`config.mk`:
```
export PLATFORM = sky130hd
export DESIGN_NAME = eeprom_ctrl_top
export DESIGN_NICKNAME = d
export VERILOG_FILES = /design/src/apb_regs_pkg.sv /design/src/eeprom_bus_pkg.sv /design/src/apb_eeprom_regs.sv /design/src/eeprom_ctrl_top.sv /design/src/eeprom_sequencer.sv /design/src/serial_line_driver.sv
export SDC_FILE = /design/constraint.sdc
export NUM_CORES = 1
export LEC_CHECK = 0
export CORE_MARGIN = 4
export CORE_UTILIZATION = 45
export CTS_BUF_LIST = sky130_fd_sc_hd__clkbuf_8
export DETAILED_ROUTE_END_ITERATION = 7
export DONT_BUFFER_PORTS = 1
export GPL_ROUTABILITY_DRIVEN = 0
export GPL_TIMING_DRIVEN = 1
export PLACE_DENSITY_LB_ADDON = 0.25
export REMOVE_ABC_BUFFERS = 1
export SYNTH_ARGS = -nofsm -noshare
export SYNTH_HDL_FRONTEND = slang
export SYNTH_SLANG_ARGS = --single-unit
```
`constraint.sdc`:
```
create_clock -name CLK -period 2.25 [get_ports CLK]
set_clock_uncertainty 0.15 [all_clocks]
set_input_delay 0 -clock CLK [delete_from_list [all_inputs] [get_ports CLK]]
set_output_delay 0 -clock CLK [all_outputs]
set_load 0.02 [all_outputs]
```
`src/apb_regs_pkg.sv`:
```
package apb_regs_pkg;

    // byte offsets
    localparam int unsigned reg_cmd_offset    = 'h0;
    localparam int unsigned reg_status_offset = 'h4;

    // CMD fields
    localparam int cmd_addr_lsb  = 0;
    localparam int cmd_addr_msb  = 10;
    localparam int cmd_wdata_lsb = 11;
    localparam int cmd_wdata_msb = 18;
    localparam int cmd_op_bit    = 24; // 1 = read

    // STATUS fields
    localparam int status_busy_bit  = 0;
    localparam int status_nack_bit  = 1;
    localparam int status_rdata_lsb = 8;
    localparam int status_rdata_msb = 15;

endpackage

```
`src/eeprom_bus_pkg.sv`:
```
package eeprom_bus_pkg;

    // line driver operations
    localparam logic [1:0] op_start      = 2'd0;
    localparam logic [1:0] op_stop       = 2'd1;
    localparam logic [1:0] op_write_byte = 2'd2; // byte out, ack sampled
    localparam logic [1:0] op_read_byte  = 2'd3; // byte in, master ack driven

    localparam logic [3:0] dev_type_code = 4'b1010;

    // one byte on the wire, seen as control byte or as plain data
    typedef union packed {
        struct packed {
            logic [3:0] dev_type;
            logic [2:0] page;     // memory address bits 10..8
            logic       rnw;      // 1 for read
        } ctrl;
        logic [7:0] raw;
    } bus_byte_u;

endpackage

```
`src/apb_eeprom_regs.sv`:
```
`timescale 1ns/1ns
module apb_eeprom_regs #(
    parameter int APB_ADDR_W = 4
) (
    input  logic                  CLK,
    input  logic                  RESET,
    input  logic                  psel,
    input  logic                  penable,
    input  logic                  pwrite,
    input  logic [APB_ADDR_W-1:0] paddr,
    input  logic [31:0]           pwdata,
    output logic [31:0]           prdata,
    output logic                  pready,
    output logic                  pslverr,
    input  logic                  busy,
    input  logic                  done,
    input  logic                  nack,
    input  logic [7:0]            rd_data,
    output logic                  start,
    output logic                  rnw,
    output logic [10:0]           mem_addr,
    output logic [7:0]            wr_data
);
    import apb_regs_pkg::*;

    logic       cmd_sel;
    logic       status_sel;
    logic       cmd_wr;
    logic       cmd_accept;
    logic       nack_q;
    logic [7:0] rd_data_q;

    assign cmd_sel    = paddr == APB_ADDR_W'(reg_cmd_offset);
    assign status_sel = paddr == APB_ADDR_W'(reg_status_offset);
    assign cmd_wr     = psel && penable && pwrite && cmd_sel;

    // start runs one cycle ahead of the sequencer's busy
    assign cmd_accept = cmd_wr && !busy && !start;

    assign pready  = 1'b1;             // no wait states
    assign pslverr = cmd_wr && !cmd_accept;

    always_comb
    begin
        prdata = '0;
        if (status_sel)
        begin
            // nack and read data land in the status regs one cycle after done
            prdata[status_busy_bit] = busy || start || done;
            prdata[status_nack_bit] = nack_q;
            prdata[status_rdata_msb:status_rdata_lsb] = rd_data_q;
        end
        else if (cmd_sel)
        begin
            prdata[cmd_addr_msb:cmd_addr_lsb]   = mem_addr;
            prdata[cmd_wdata_msb:cmd_wdata_lsb] = wr_data;
            prdata[cmd_op_bit]                  = rnw;
        end
    end

    always_ff @(posedge CLK)
    begin
        if (RESET)
        begin
            start     <= 1'b0;
            nack_q    <= 1'b0;
            rd_data_q <= 8'h00;
        end
        else
        begin
            start <= cmd_accept;
            if (cmd_accept)
                nack_q <= 1'b0;        // cleared by the next accepted command
            else if (done)
                nack_q <= nack;
            if (done)
                rd_data_q <= rd_data;
        end
    end

    // command fields
    always_ff @(posedge CLK)
    begin
        if (cmd_accept)
        begin
            mem_addr <= pwdata[cmd_addr_msb:cmd_addr_lsb];
            wr_data  <= pwdata[cmd_wdata_msb:cmd_wdata_lsb];
            rnw      <= pwdata[cmd_op_bit];
        end
    end

    a_no_start_busy: assert property (@(posedge CLK) disable iff (RESET)
        start |-> !busy);

endmodule

```
`src/eeprom_ctrl_top.sv`:
```
`timescale 1ns/1ns
module eeprom_ctrl_top #(
    parameter int CLK_DIV    = 4,
    parameter int APB_ADDR_W = 4
) (
    input  logic                  CLK,
    input  logic                  RESET,
    input  logic                  psel,
    input  logic                  penable,
    input  logic                  pwrite,
    input  logic [APB_ADDR_W-1:0] paddr,
    input  logic [31:0]           pwdata,
    output logic [31:0]           prdata,
    output logic                  pready,
    output logic                  pslverr,
    output logic                  scl,
    output logic                  sda_low,   // open drain, 1 pulls sda low
    input  logic                  sda_in
);
    import eeprom_bus_pkg::*;

    logic        start;
    logic        rnw;
    logic [10:0] mem_addr;
    logic [7:0]  wr_data;
    logic        busy;
    logic        done;
    logic        nack;
    logic [7:0]  rd_data;
    logic        op_valid;
    logic        op_ready;
    logic [1:0]  op_code;
    bus_byte_u   op_byte;
    logic        op_master_ack;
    logic        op_done;
    logic [7:0]  rx_byte;
    logic        rx_ack;

    apb_eeprom_regs #(
        .APB_ADDR_W (APB_ADDR_W)
    ) i_regs (
        .CLK      (CLK),
        .RESET    (RESET),
        .psel     (psel),
        .penable  (penable),
        .pwrite   (pwrite),
        .paddr    (paddr),
        .pwdata   (pwdata),
        .prdata   (prdata),
        .pready   (pready),
        .pslverr  (pslverr),
        .busy     (busy),
        .done     (done),
        .nack     (nack),
        .rd_data  (rd_data),
        .start    (start),
        .rnw      (rnw),
        .mem_addr (mem_addr),
        .wr_data  (wr_data)
    );

    eeprom_sequencer i_seq (
        .CLK           (CLK),
        .RESET         (RESET),
        .start         (start),
        .rnw           (rnw),
        .mem_addr      (mem_addr),
        .wr_data       (wr_data),
        .busy          (busy),
        .done          (done),
        .nack          (nack),
        .rd_data       (rd_data),
        .op_valid      (op_valid),
        .op_code       (op_code),
        .op_byte       (op_byte),
        .op_master_ack (op_master_ack),
        .op_ready      (op_ready),
        .op_done       (op_done),
        .rx_byte       (rx_byte),
        .rx_ack        (rx_ack)
    );

    serial_line_driver #(
        .CLK_DIV (CLK_DIV)
    ) i_line (
        .CLK           (CLK),
        .RESET         (RESET),
        .op_valid      (op_valid),
        .op_code       (op_code),
        .op_byte       (op_byte),
        .op_master_ack (op_master_ack),
        .op_ready      (op_ready),
        .op_done       (op_done),
        .rx_byte       (rx_byte),
        .rx_ack        (rx_ack),
        .scl           (scl),
        .sda_low       (sda_low),
        .sda_in        (sda_in)
    );

endmodule

```
`src/eeprom_sequencer.sv`:
```
`timescale 1ns/1ns
module eeprom_sequencer (
    input  logic                      CLK,
    input  logic                      RESET,
    input  logic                      start,
    input  logic                      rnw,
    input  logic [10:0]               mem_addr,
    input  logic [7:0]                wr_data,
    output logic                      busy,
    output logic                      done,
    output logic                      nack,
    output logic [7:0]                rd_data,
    output logic                      op_valid,
    output logic [1:0]                op_code,
    output eeprom_bus_pkg::bus_byte_u op_byte,
    output logic                      op_master_ack,
    input  logic                      op_ready,
    input  logic                      op_done,
    input  logic [7:0]                rx_byte,
    input  logic                      rx_ack
);
    import eeprom_bus_pkg::*;

    // one-hot state bits
    localparam int st_idle        = 0;
    localparam int st_write_start = 1;
    localparam int st_ctrl_write  = 2;
    localparam int st_addr_write  = 3;
    localparam int st_data_write  = 4;
    localparam int st_read_start  = 5;
    localparam int st_ctrl_read   = 6;
    localparam int st_data_read   = 7;
    localparam int st_stop        = 8;

    logic [8:0] state;
    logic       byte_sent;

    assign busy = !state[st_idle];

    // single byte read, so the master always NACKs
    assign op_master_ack = 1'b0;

    assign byte_sent = state[st_ctrl_write] || state[st_addr_write]
                    || state[st_data_write] || state[st_ctrl_read];

    function automatic logic [7:0] ctrl_byte(input logic [2:0] page, input logic rd);
        bus_byte_u b;
        b.ctrl.dev_type = dev_type_code;
        b.ctrl.page     = page;
        b.ctrl.rnw      = rd;
        return b.raw;
    endfunction

    // hand the next line operation out and move on
    task automatic issue(input logic [1:0] code, input logic [7:0] raw, input int nxt);
        op_valid    <= 1'b1;
        op_code     <= code;
        op_byte.raw <= raw;
        state       <= 9'(1) << nxt;
    endtask

    always_ff @(posedge CLK)
    begin
        if (RESET)
        begin
            state    <= 9'(1) << st_idle;
            op_valid <= 1'b0;
            done     <= 1'b0;
            nack     <= 1'b0;
        end
        else
        begin
            done <= 1'b0;
            if (op_valid && op_ready)
                op_valid <= 1'b0;

            if (state[st_idle])
            begin
                if (start)
                begin
                    nack <= 1'b0;
                    issue(op_start, 8'h00, st_write_start);
                end
            end
            else if (op_done)
            begin
                if (byte_sent && !rx_ack)
                begin
                    nack <= 1'b1;      // nobody answered, abort
                    issue(op_stop, 8'h00, st_stop);
                end
                else
                begin
                    unique case (1'b1)
                        state[st_write_start]:
                            issue(op_write_byte, ctrl_byte(mem_addr[10:8], 1'b0), st_ctrl_write);
                        state[st_ctrl_write]:
                            issue(op_write_byte, mem_addr[7:0], st_addr_write);
                        state[st_addr_write]:
                            if (rnw)
                                issue(op_start, 8'h00, st_read_start); // repeated start
                            else
                                issue(op_write_byte, wr_data, st_data_write);
                        state[st_data_write]:
                            issue(op_stop, 8'h00, st_stop);
                        state[st_read_start]:
                            issue(op_write_byte, ctrl_byte(mem_addr[10:8], 1'b1), st_ctrl_read);
                        state[st_ctrl_read]:
                            issue(op_read_byte, 8'h00, st_data_read);
                        state[st_data_read]:
                        begin
                            rd_data <= rx_byte;
                            issue(op_stop, 8'h00, st_stop);
                        end
                        state[st_stop]:
                        begin
                            state <= 9'(1) << st_idle;
                            done  <= 1'b1;
                        end
                        default:
                            state <= 9'(1) << st_idle;
                    endcase
                end
            end
        end
    end

    a_op_hold: assert property (@(posedge CLK) disable iff (RESET)
        op_valid && !op_ready |=> op_valid && $stable(op_code) && $stable(op_byte));

    a_ctrl_dev_type: assert property (@(posedge CLK) disable iff (RESET)
        op_valid && (state[st_ctrl_write] || state[st_ctrl_read])
        |-> op_byte.ctrl.dev_type == dev_type_code);

endmodule

```
`src/serial_line_driver.sv`:
```
`timescale 1ns/1ns
module serial_line_driver #(
    parameter int CLK_DIV = 4
) (
    input  logic                      CLK,
    input  logic                      RESET,
    input  logic                      op_valid,
    input  logic [1:0]                op_code,
    input  eeprom_bus_pkg::bus_byte_u op_byte,
    input  logic                      op_master_ack,
    output logic                      op_ready,
    output logic                      op_done,
    output logic [7:0]                rx_byte,
    output logic                      rx_ack,
    output logic                      scl,
    output logic                      sda_low,
    input  logic                      sda_in
);
    import eeprom_bus_pkg::*;

    localparam int QW = (CLK_DIV > 1) ? $clog2(CLK_DIV) : 1;

    logic          active;
    logic [QW-1:0] qcnt;      // cycles within a quarter
    logic [1:0]    phase;     // quarter within a bit
    logic [3:0]    bit_idx;   // 8 is the ack bit
    logic [1:0]    code_q;
    logic          mack_q;
    logic [7:0]    shift_q;
    logic          quarter_end;
    logic          is_byte;
    logic          last_bit;

    assign quarter_end = qcnt == QW'(CLK_DIV - 1);
    assign is_byte     = (code_q == op_write_byte) || (code_q == op_read_byte);
    assign last_bit    = !is_byte || (bit_idx == 4'd8);
    assign op_ready    = !active;
    assign rx_byte     = shift_q;

    // {scl, sda_low} for the given quarter
    function automatic logic [1:0] line_levels(input logic [1:0] code, input logic [1:0] ph,
            input logic [3:0] bidx, input logic tx_bit, input logic mack,
            input logic scl_now, input logic sda_now);
        logic scl_n;
        logic sda_n;
        scl_n = scl_now;
        sda_n = sda_now;
        case (code)
            op_start:
            begin
                sda_n = (ph == 2'd2) || (ph == 2'd3);       // falls with scl high
                scl_n = (ph == 2'd0) ? scl_now : (ph != 2'd3);
            end
            op_stop:
            begin
                sda_n = (ph != 2'd3);                         // rises with scl high
                scl_n = (ph != 2'd0);
            end
            default:
            begin
                scl_n = (ph == 2'd1) || (ph == 2'd2);
                if (ph == 2'd0)
                begin
                    if (bidx == 4'd8)
                        sda_n = (code == op_read_byte) && mack;
                    else
                        sda_n = (code == op_write_byte) && !tx_bit;
                end
            end
        endcase
        return {scl_n, sda_n};
    endfunction

    always_ff @(posedge CLK)
    begin
        if (RESET)
        begin
            active  <= 1'b0;
            op_done <= 1'b0;
            rx_ack  <= 1'b0;
            scl     <= 1'b1;
            sda_low <= 1'b0;
            qcnt    <= '0;
            phase   <= 2'd0;
            bit_idx <= 4'd0;
        end
        else
        begin
            op_done <= 1'b0;
            if (!active)
            begin
                if (op_valid)
                begin
                    active  <= 1'b1;
                    qcnt    <= '0;
                    phase   <= 2'd0;
                    bit_idx <= 4'd0;
                    {scl, sda_low} <= line_levels(op_code, 2'd0, 4'd0, op_byte.raw[7],
                                                  op_master_ack, scl, sda_low);
                end
            end
            else if (!quarter_end)
                qcnt <= qcnt + 1'b1;
            else
            begin
                qcnt  <= '0;
                phase <= phase + 2'd1;
                if (is_byte && phase == 2'd1 && bit_idx == 4'd8)
                    rx_ack <= !sda_in;    // mid scl high
                if (phase == 2'd3)
                begin
                    if (last_bit)
                    begin
                        active  <= 1'b0;
                        op_done <= 1'b1;
                    end
                    else
                    begin
                        bit_idx <= bit_idx + 4'd1;
                        {scl, sda_low} <= line_levels(code_q, 2'd0, bit_idx + 4'd1, shift_q[7],
                                                      mack_q, scl, sda_low);
                    end
                end
                else
                    {scl, sda_low} <= line_levels(code_q, phase + 2'd1, bit_idx, shift_q[7],
                                                  mack_q, scl, sda_low);
            end
        end
    end

    // shifts out on msb, samples in on lsb at the same point
    always_ff @(posedge CLK)
    begin
        if (!active && op_valid)
        begin
            code_q  <= op_code;
            mack_q  <= op_master_ack;
            shift_q <= op_byte.raw;
        end
        else if (active && quarter_end && phase == 2'd1 && is_byte && bit_idx < 4'd8)
            shift_q <= {shift_q[6:0], sda_in};
    end

    a_sda_scl_low: assert property (@(posedge CLK) disable iff (RESET)
        is_byte && $changed(sda_low) |-> !scl && !$past(scl));

endmodule

```
# After elaboration in Yosys (flattened, before gate mapping)
# Cells that the tools add are included.
word_totals:
  n_memories: 0
  rom_bits: 0
  reg_bits: 83
  latch_bits: 0
  out_inout_bits: 36
  mem_bits_rw: 0
op_classes:
  n_mux: 74
  div: 0
  reduce_logical: 62
  addsub: 3
  bitwise: 7
  order_cmp: 1
  n_eq_ne: 24
  multipliers: 0
  shifts: 0
op_table:
  columns: ["operator", "n"]
  rows:
  - ["$mux W8", 8]
  - ["$pmux W9 S6", 1]
  - ["$pmux W8 S5", 1]
  - ["$mux W9", 4]
  - ["$mux W1", 35]
  - ["$mux W2", 11]
  - ["$mux W4", 5]
  - ["$mux W19", 1]
  - ["$logic_and A1 B1 Y1", 16]
  - ["$reduce_and A4 Y1", 4]
  - ["$eq A2 B2 Y1 const B", 7]
  - ["$mux W6", 2]
  - ["$ne A2 B2 Y1 const B", 5]
  - ["$reduce_bool A2 Y1", 5]
  - ["$logic_not A1 Y1", 9]
  - ["$logic_or A1 B1 Y1", 9]
  - ["$ne A3 B3 Y1 const B", 3]
  - ["$eq A2 B1 Y1 const B", 4]
  - ["$eq A4 B4 Y1 const B", 2]
  - ["$pmux W1 S2", 4]
  - ["$pmux W2 S4", 1]
  - ["$reduce_or A4 Y1", 2]
  - ["$not A1 Y1", 7]
  - ["$reduce_bool A7 Y1", 1]
  - ["other kinds (17)", 24]

# Longest topological paths before layout
# Gate-level depths: netlist (run 1).
depth:
  ltp_word: 8
  mapped_depth: 7
  depth_no_buf: 7

# Cells and area by module
# A second synthesis (run 1) with hierarchy kept.
unflattened:
  cells_unflattened: 349
  area_unflattened_um2: 3837.4
by_module_without_submodules:
  columns: ["module", "area_per_inst_um2", "cells_each", "instances", "seq_area_each_um2"]
  rows:
  - ["eeprom_sequencer", 1307.5, 116, 1, 780.7]
  - ["apb_eeprom_regs", 1276.2, 97, 1, 800.8]
  - ["serial_line_driver", 1253.7, 136, 1, 590.6]

# Least setup slack after synthesis (run 1)
# Ideal clock, no wire load.
synth_path:
  path_type: "input to register"
  start: "input paddr[1]"
  end: "register i_regs.mem_addr[0] (enable)"
  path_slack_ns: 0.229
  arrival_time_ns: 1.473
  setup_ns: 0.398
  stages: 3
  path_cell_list: "nor4_1 -> nand4_1 -> nor2_1"
synth_between:
  elab_chain_cells: 4
synth_rtl:
  columns: ["element", "line_no", "text"]
  rows:
  - ["start: declaration", "eeprom_ctrl_top.sv:11", "input logic [APB_ADDR_W-1:0] paddr,"]
  - ["$logic_not A4 Y1", "apb_eeprom_regs.sv:33", "assign cmd_sel = paddr == APB_ADDR_W'(reg_cmd_offset);"]
  - ["$logic_and A1 B1 Y1", "apb_eeprom_regs.sv:35", "assign cmd_wr = psel && penable && pwrite && cmd_sel;"]
  - ["$logic_and A1 B1 Y1 (2 in series)", "apb_eeprom_regs.sv:38", "assign cmd_accept = cmd_wr && !busy && !start;"]
  - ["named net i_regs.cmd_accept", "apb_eeprom_regs.sv:29", "logic cmd_accept;"]
  - ["end signal: assignment", "apb_eeprom_regs.sv:86", "mem_addr <= pwdata[cmd_addr_msb:cmd_addr_lsb];"]
  - ["end: declaration", "apb_eeprom_regs.sv:21", "output logic [10:0] mem_addr,"]
# The timed path passes the listed nets, and every way through them passes these cells.
# A chain may end at the register's enable or synchronous reset.

# Worst setup path in the final report (run 1)
layout_path:
  start: "register i_seq.state[2]"
  end: "register i_seq.op_valid"
layout_between:
  elab_chain_cells: 7
layout_rtl:
  columns: ["element", "line_no", "text"]
  rows:
  - ["start: declaration", "eeprom_sequencer.sv:35", "logic [8:0] state;"]
  - ["start signal: assignment", "eeprom_sequencer.sv:66", "state <= 9'(1) << st_idle;"]
  - ["start signal: assignment", "eeprom_sequencer.sv:117", "state <= 9'(1) << st_idle;"]
  - ["start signal: assignment", "eeprom_sequencer.sv:121", "state <= 9'(1) << st_idle;"]
  - ["parallel branches: the longest is 4 deep, another holds $reduce_or A7 Y1", null, null]
  - ["$mux W1 *", "eeprom_sequencer.sv:87", "if (byte_sent && !rx_ack)"]
  - ["$mux W1 *", "eeprom_sequencer.sv:85", "else if (op_done)"]
  - ["$mux W1 *", "eeprom_sequencer.sv:77", "if (state[st_idle])"]
  - ["end signal: assignment", "eeprom_sequencer.sv:67", "op_valid <= 1'b0;"]
  - ["end signal: assignment", "eeprom_sequencer.sv:75", "op_valid <= 1'b0;"]
  - ["end: declaration", "eeprom_sequencer.sv:13", "output logic op_valid,"]
# Mark *: on every way between the ends.

==> results of run 1 <==
-- flip-flops by register name, summed over array words and instances, names as in the netlist, 2 cells and up --
name,cells
i_line.bit_idx,4
i_line.code_q,2
i_line.phase,2
i_line.qcnt,2
i_line.rx_byte,8
i_regs.mem_addr,11
i_regs.rd_data_q,8
i_regs.wr_data,8
i_seq.op_byte,8
i_seq.op_code,2
i_seq.rd_data,8
i_seq.state,9
-- cell type report --
class	instances	area (um^2)	area share
timing repair buffer	35	338	0.0800
inverter	12	45.0	0.0107
tap	102	128	0.0302
sequential	83	2140	0.507
clock inverter	6	88.8	0.0210
multi-input combinational	224	1350	0.319
clock buffer	10	138	0.0326
-- stage by stage --
step	hold WS [ns]	TNS, ns	util
3_3_place_gp	-0.0736	0	0.478
6_report	0.121	0	0.541
5_1_grt	0.118	0	0.541
4_1_cts	0.111	0	0.541
2_1_floorplan	-0.0809	-19.35	-
3_5_place_dp	-0.0721	0	0.478
-- path summary, 6_finish.rpt --
check,startpoint,endpoint,depth (start not counted)
setup / recovery,i_seq.state[2]$_SDFFE_PP0P_,i_seq.op_valid$_SDFF_PP0_,5
hold / removal,psel,i_regs.rnw$_DFFE_PP_,3
setup reg to reg,i_seq.state[2]$_SDFFE_PP0P_,i_seq.op_valid$_SDFF_PP0_,5
hold reg to reg,i_line.rx_byte[0]$_DFFE_PP_,i_seq.rd_data[0]$_DFFE_PP_,0
-- power by group through the flow --
stage	sequential (uW)	clock, uW	combinational [uW]
2_1_floorplan	1630	0	39.0
6_report	1600	1190	93.0
3_3_place_gp	1630	0	44.2
4_1_cts	1600	1220	91.3
5_1_grt	1600	1270	99.4
3_5_place_dp	1630	0	44.5
-- what timing repair did --
item	4_1_cts	5_1_grt
endpoints found under the hold margin	58	0
setup endpoints to repair	0	0
resized for setup	0	0
hold buffers	26	0
-- worst register-to-register path, cell delays in order (launching register included) --
cell and delay [ns]:
dfxtp_1 0.36, nor2_1 0.14, nor4b_1 0.44, nand2_1 0.20
o21a_1 0.37, o21bai_1 0.22
-- routing by layer --
metal | GRT usage | vias to the layer above | wire length [um]
met5 | 0 | - | 0
met4 | 0.0756 | 0 | 195
met3 | 0.0314 | 16 | 447
met2 | 0.274 | 81 | 3850
met1 | 0.208 | 1236 | 3290
li1 | - | 1229 | -
-- cell usage in the layout, fill, tap and decap left out, drive strengths merged, types with 3 or more instances in the layout --
cell / synthesis / layout
a211oi: 3 / 3
a21oi: 14 / 14
a221oi: 3 / 3
a222oi: 3 / 3
a22o: 13 / 13
a22oi: 4 / 4
a31oi: 3 / 3
and2: 12 / 12
buf: 18 / 10
clkbuf: 11 / 10
conb: 2 / 13
dfxtp: 35 / 35
dlygate4sd3: 0 / 25
edfxtp: 48 / 48
ha: 7 / 7
inv: 12 / 15
mux2i: 13 / 13
nand2: 37 / 37
nand2b: 4 / 4
nand4: 4 / 4
nor2: 43 / 43
nor2b: 6 / 6
nor3: 9 / 9
o21ai: 7 / 7
o22ai: 3 / 3
-- cell families after synthesis --
group,count (synthesis)
fa+ha+maj,7
other cells,2
compound gates,61
simple gates,127
xor+xnor,2
buf+inv,41
mux,14
flops,83
==> results.md, run 1 <==
* Status: finished clean
* # placed instances at 430
* Vias per inst at 5.43
* CP bufs+invs at 0
* Drt wl/cell at 16.5 um
* DRC at 0
* Sequential power share at 0.554
* Core ar. at 0.00781 mm^2
* Routed Antenna Nets at 0
* # fillers at 699
* Placed cell area at 0.00373 mm^2
* Leak pwr at 0.00151 uW
* Root buffer cell: clkbuf_8
* Post-synth top area cell: edfxtp_1
* CP max stage delay at 0.44 ns
* RSZ-0062 raised after global routing: no
* Post-layout minimum cycle time at 2.00 ns
* Async set-reset flop share out of synthesis at 0
* Family with the most delay on the worst path: simple AND/OR/NAND/NOR gates
* Comb pwr share at 0.032
* Post-synthesis mux area share at 0.0388
* FP Rows at 32
* Post-synth EDFFs at 48
* Count of cell types in the netlist at 45
* DPL Wire Length at 5270 um
* Synth Area in Simple Gates at 0.168
* Final Net Count at 414
* Mapped Avg Cell Area at 10.8 um^2
* Maximum capacitance violations at 0
* Main synth FF type: edfxtp_1
* DRT iter0 DRCs at 170
* Port buffer count at 0
* Final WS setup at 0.249 ns
* Final setup fails at 0
* Die area at 0.00961 mm^2
* Switching part of the total power at 0.205
* Ant. Diodes at 0
* Post-synth top cells: 48 x edfxtp_1, 43 x nor2_1, 37 x nand2_1
* Internal power at 2290 uW
* Congestion Overflow GR at 0
* Post-route insts no fill at 472
* Slew Viols, Final at 0
* CP Max Fanout at 9
* Boundary Pins at 78
* Adder-cell share of the synthesized area at 0.0240
* Drt pass-1 iters at 4
* Total power at 2880 uW
* WP data required at 2.33 ns
* Crit-path slowest cell: nor4b_1
* Max VDD drop at 0.252 mV
* Die height at 98.0 um
* TritonCTS buffer count at 9
* XOR/XNOR share of the synthesized area at 0.00480
* Deepest clock path buffer count at 2
* Die X at 98.0 um
* Largest net degree at the start of global routing at 35
* Fraction of layout cells with a size suffix above 1 at 0.0865
* Crit Path Class: reg -> reg
* Most frequent cell after synthesis: edfxtp_1
* Worst-path clk slew at 0.09 ns
* Final Cycle Share at 0.889
* First-pass GRT wire length at 12500 um
* Worst hold path class: in -> reg
* Initial Util at 0.467
* Clk pwr share at 0.414
* Vias in the first global route at 2560
* Synth Area in Compound Gates at 0.118
* Syn. warnings at 0
* Fmax at 500 MHz
* Slew @ Worst Pin at 1.01 ns
* CP arrival at 2.08 ns
* Gr usage total at 0.165
* Via count at 2562
* Synth Cell Area at 0.00365 mm^2
* Initial antenna violation count at 0
* Design area at 0.00423 mm^2
* CTS tree: built
* Crit path cell chain: nor2_1 > nor4b_1 > nand2_1 > o21a_1 > o21bai_1
* Startpoint types: flop
* Part of the Yosys area used for sequential elements at 0.587
* Synth Instances at 337
* Post-CTS setup buffer count at 0
* Worst Setup End Kind: flop
* Sw Pwr at 591 uW
* PwrDens at 683 mW/mm^2
* # H-tree levels at 3
* Yosys top cell area share at 0.395
* Max-slew headroom at 0.325
* CTS sink cnt at 83
* Register bit total from synthesis at 83
* Synth top area cells: edfxtp_1 40%, dfxtp_1 19%, nor2_1 4.4%
* Register-to-register setup slack at 0.25 ns
* Total Wirelength at 7780 um
* Worst-skew pair later-pin latency at 0.34 ns
* Largest family of logic cells by synthesized area: simple AND/OR/NAND/NOR gates
* Pre-CTS setup slack at 0.324 ns
* Layout area overhead at 15.8%
* Final hold vios at 0
(Power assumes the default switching activity.)
==> run 2: changes to the inputs <==
--- a/config.mk
+++ b/config.mk
@@ -5,11 +5,12 @@
 export SDC_FILE = /design/constraint.sdc
 export NUM_CORES = 1
 export LEC_CHECK = 0
+export BUFFER_PORTS_ARGS = -buffer_cell sky130_fd_sc_hd__buf_2
+export CAP_MARGIN = 20
 export CORE_MARGIN = 4
 export CORE_UTILIZATION = 45
 export CTS_BUF_LIST = sky130_fd_sc_hd__clkbuf_8
 export DETAILED_ROUTE_END_ITERATION = 7
-export DONT_BUFFER_PORTS = 1
 export GPL_ROUTABILITY_DRIVEN = 0
 export GPL_TIMING_DRIVEN = 1
 export PLACE_DENSITY_LB_ADDON = 0.25
==> run 2 against run 1 <==
Non-clock buffer count up 55. Power down 5.4%. Register-to-register slack better by 0.07 ns. Sequential cell count unchanged. Die area unchanged. Combinational power up 29%. Worst setup slack better by 0.074 ns.
==> results.md, run 2 (synthesized netlist as in run 1, its figures left out) <==
* Status: finished clean
* Sum of negative setup slack at 0 ns
* Largest net degree at the start of global routing at 30
* Port buffer count at 52
* Max-slew headroom at 0.565
* Boundary Pins at 78
* Worst hold path class: in -> reg
* Post-CTS setup buffer count at 0
* Worst Setup End Kind: flop
* Core ar. at 0.00781 mm^2
* Ant. Diodes at 0
* Max VDD drop at 0.424 mV
* Total power at 2730 uW
* Vias per inst at 5.12
* # H-tree levels at 3
* Startpoint types: flop
* CTS sink cnt at 83
* Die area at 0.00961 mm^2
* Crit path cell chain: nor2_1 > nor4b_1 > nand2_1 > o21a_1 > o21bai_1
* Gr usage total at 0.168
* # fillers at 711
* Crit Path Class: reg -> reg
* Final hold vios at 0
* Regs by FF count: i_regs.mem_addr: 11 flops, i_seq.state: 9 flops
* Deepest clock path buffer count at 2
* Most common library cell in the layout ignoring fill and taps: buf_2
* Routed Antenna Nets at 0
* WP data required at 2.34 ns
* Final setup fails at 0
* Family with the most delay on the worst path: simple AND/OR/NAND/NOR gates
* Post-layout minimum cycle time at 1.93 ns
* Maximum capacitance violations at 0
* Largest reg by FF count: i_regs.mem_addr
* TritonCTS buffer count at 9
* Layout area overhead at 21.9%
* CP arrival at 2.01 ns
* Total Wirelength at 7900 um
* DRT iter0 DRCs at 133
* FP Rows at 32
* Initial Util at 0.467
* Fmax at 519 MHz
* Worst-path clk slew at 0.08 ns
* Final Net Count at 469
* Hold_buf cts at 24
* CP bufs+invs at 0
* Max reg flops at 11
* Slew @ Worst Pin at 0.651 ns
* DPL Wire Length at 5590 um
* Drt wl/cell at 15.0 um
* Fraction of layout cells with a size suffix above 1 at 0.202
* First-pass GRT wire length at 12800 um
* CP max stage delay at 0.41 ns
* CP Max Fanout at 9
* Crit-path slowest cell: nor4b_1
* Post-route insts no fill at 527
* Die X at 98.0 um
* Slew Viols, Final at 0
* # placed instances at 486
* CTS tree: built
* Leak pwr at 0.00173 uW
* RSZ-0062 raised after global routing: no
* Cts repair resizes at 0
* Root buffer cell: clkbuf_8
* Commonest non-fill, non-tap cells in the layout: 53 x buf_2, 48 x edfxtp_1, 42 x nor2_1
* Worst-skew pair later-pin latency at 0.34 ns
* Die height at 98.0 um
* Vias in the first global route at 2632
* PwrDens at 614 mW/mm^2
* WHS at 0.213 ns
* Drt pass-1 iters at 4
* Final Cycle Share at 0.857
* Congestion Overflow GR at 0
* DRC at 0
* Initial antenna violation count at 0
* Via count at 2696
* Finished Core Util at 0.570
## run 2: cell types whose count changed in the layout (fill, tap and decap cells not counted), sizes merged
cell | before | now
clkbuf | 10 | 9
inv | 15 | 12
dlygate4sd3 | 25 | 24
clkinv | 0 | 5
bufinv | 2 | 1
buf | 10 | 66
## run 2: path summary, 6_finish.rpt
check	start	endpoint	slack (ns)	cells after the start
max reg2reg	i_seq.state[2]$_SDFFE_PP0P_	i_seq.op_valid$_SDFF_PP0_	0.32	5
max	i_seq.state[2]$_SDFFE_PP0P_	i_seq.op_valid$_SDFF_PP0_	0.32	5
min	pwdata[24]	i_regs.rnw$_DFFE_PP_	0.21	2
min reg2reg	i_line.rx_byte[6]$_DFFE_PP_	i_seq.rd_data[6]$_DFFE_PP_	0.30	0
## run 2: layout make-up
| class | count | area (um^2) | share of cell area |
|---|---|---|---|
| clock buffers | 9 | 124 | 0.0279 |
| clock inverters | 7 | 58.8 | 0.0132 |
| inverters | 12 | 45.0 | 0.0101 |
| multi-input cells | 224 | 1350 | 0.303 |
| flip-flops and latches | 83 | 2140 | 0.482 |
| well taps | 102 | 128 | 0.0287 |
| repair buffers | 90 | 603 | 0.136 |
## run 2: stage by stage
step                area, um^2  worst slack [ns]
floorplan                 3520            -0.928
global placement          4020             0.191
detailed placement        4020             0.112
CTS                       4440            0.0992
global route              4450             0.174
finish                    4450             0.323
## run 2: layer usage
layer / up-vias / share of wire / global-route usage
met1: 1303 / 0.46 / 0.230
met5: - / 0 / 0
met3: 12 / 0.037 / 0.0300
li1: 1335 / - / -
met4: 0 / 0.016 / 0.0607
met2: 46 / 0.48 / 0.270
## run 2: report_power, final
part	switching, uW	total, uW	internal, uW
Sequential	1.85	1600	1600
Clock	512	1010	498
Combinational	63.8	120	56.7
Total	578	2730	2150
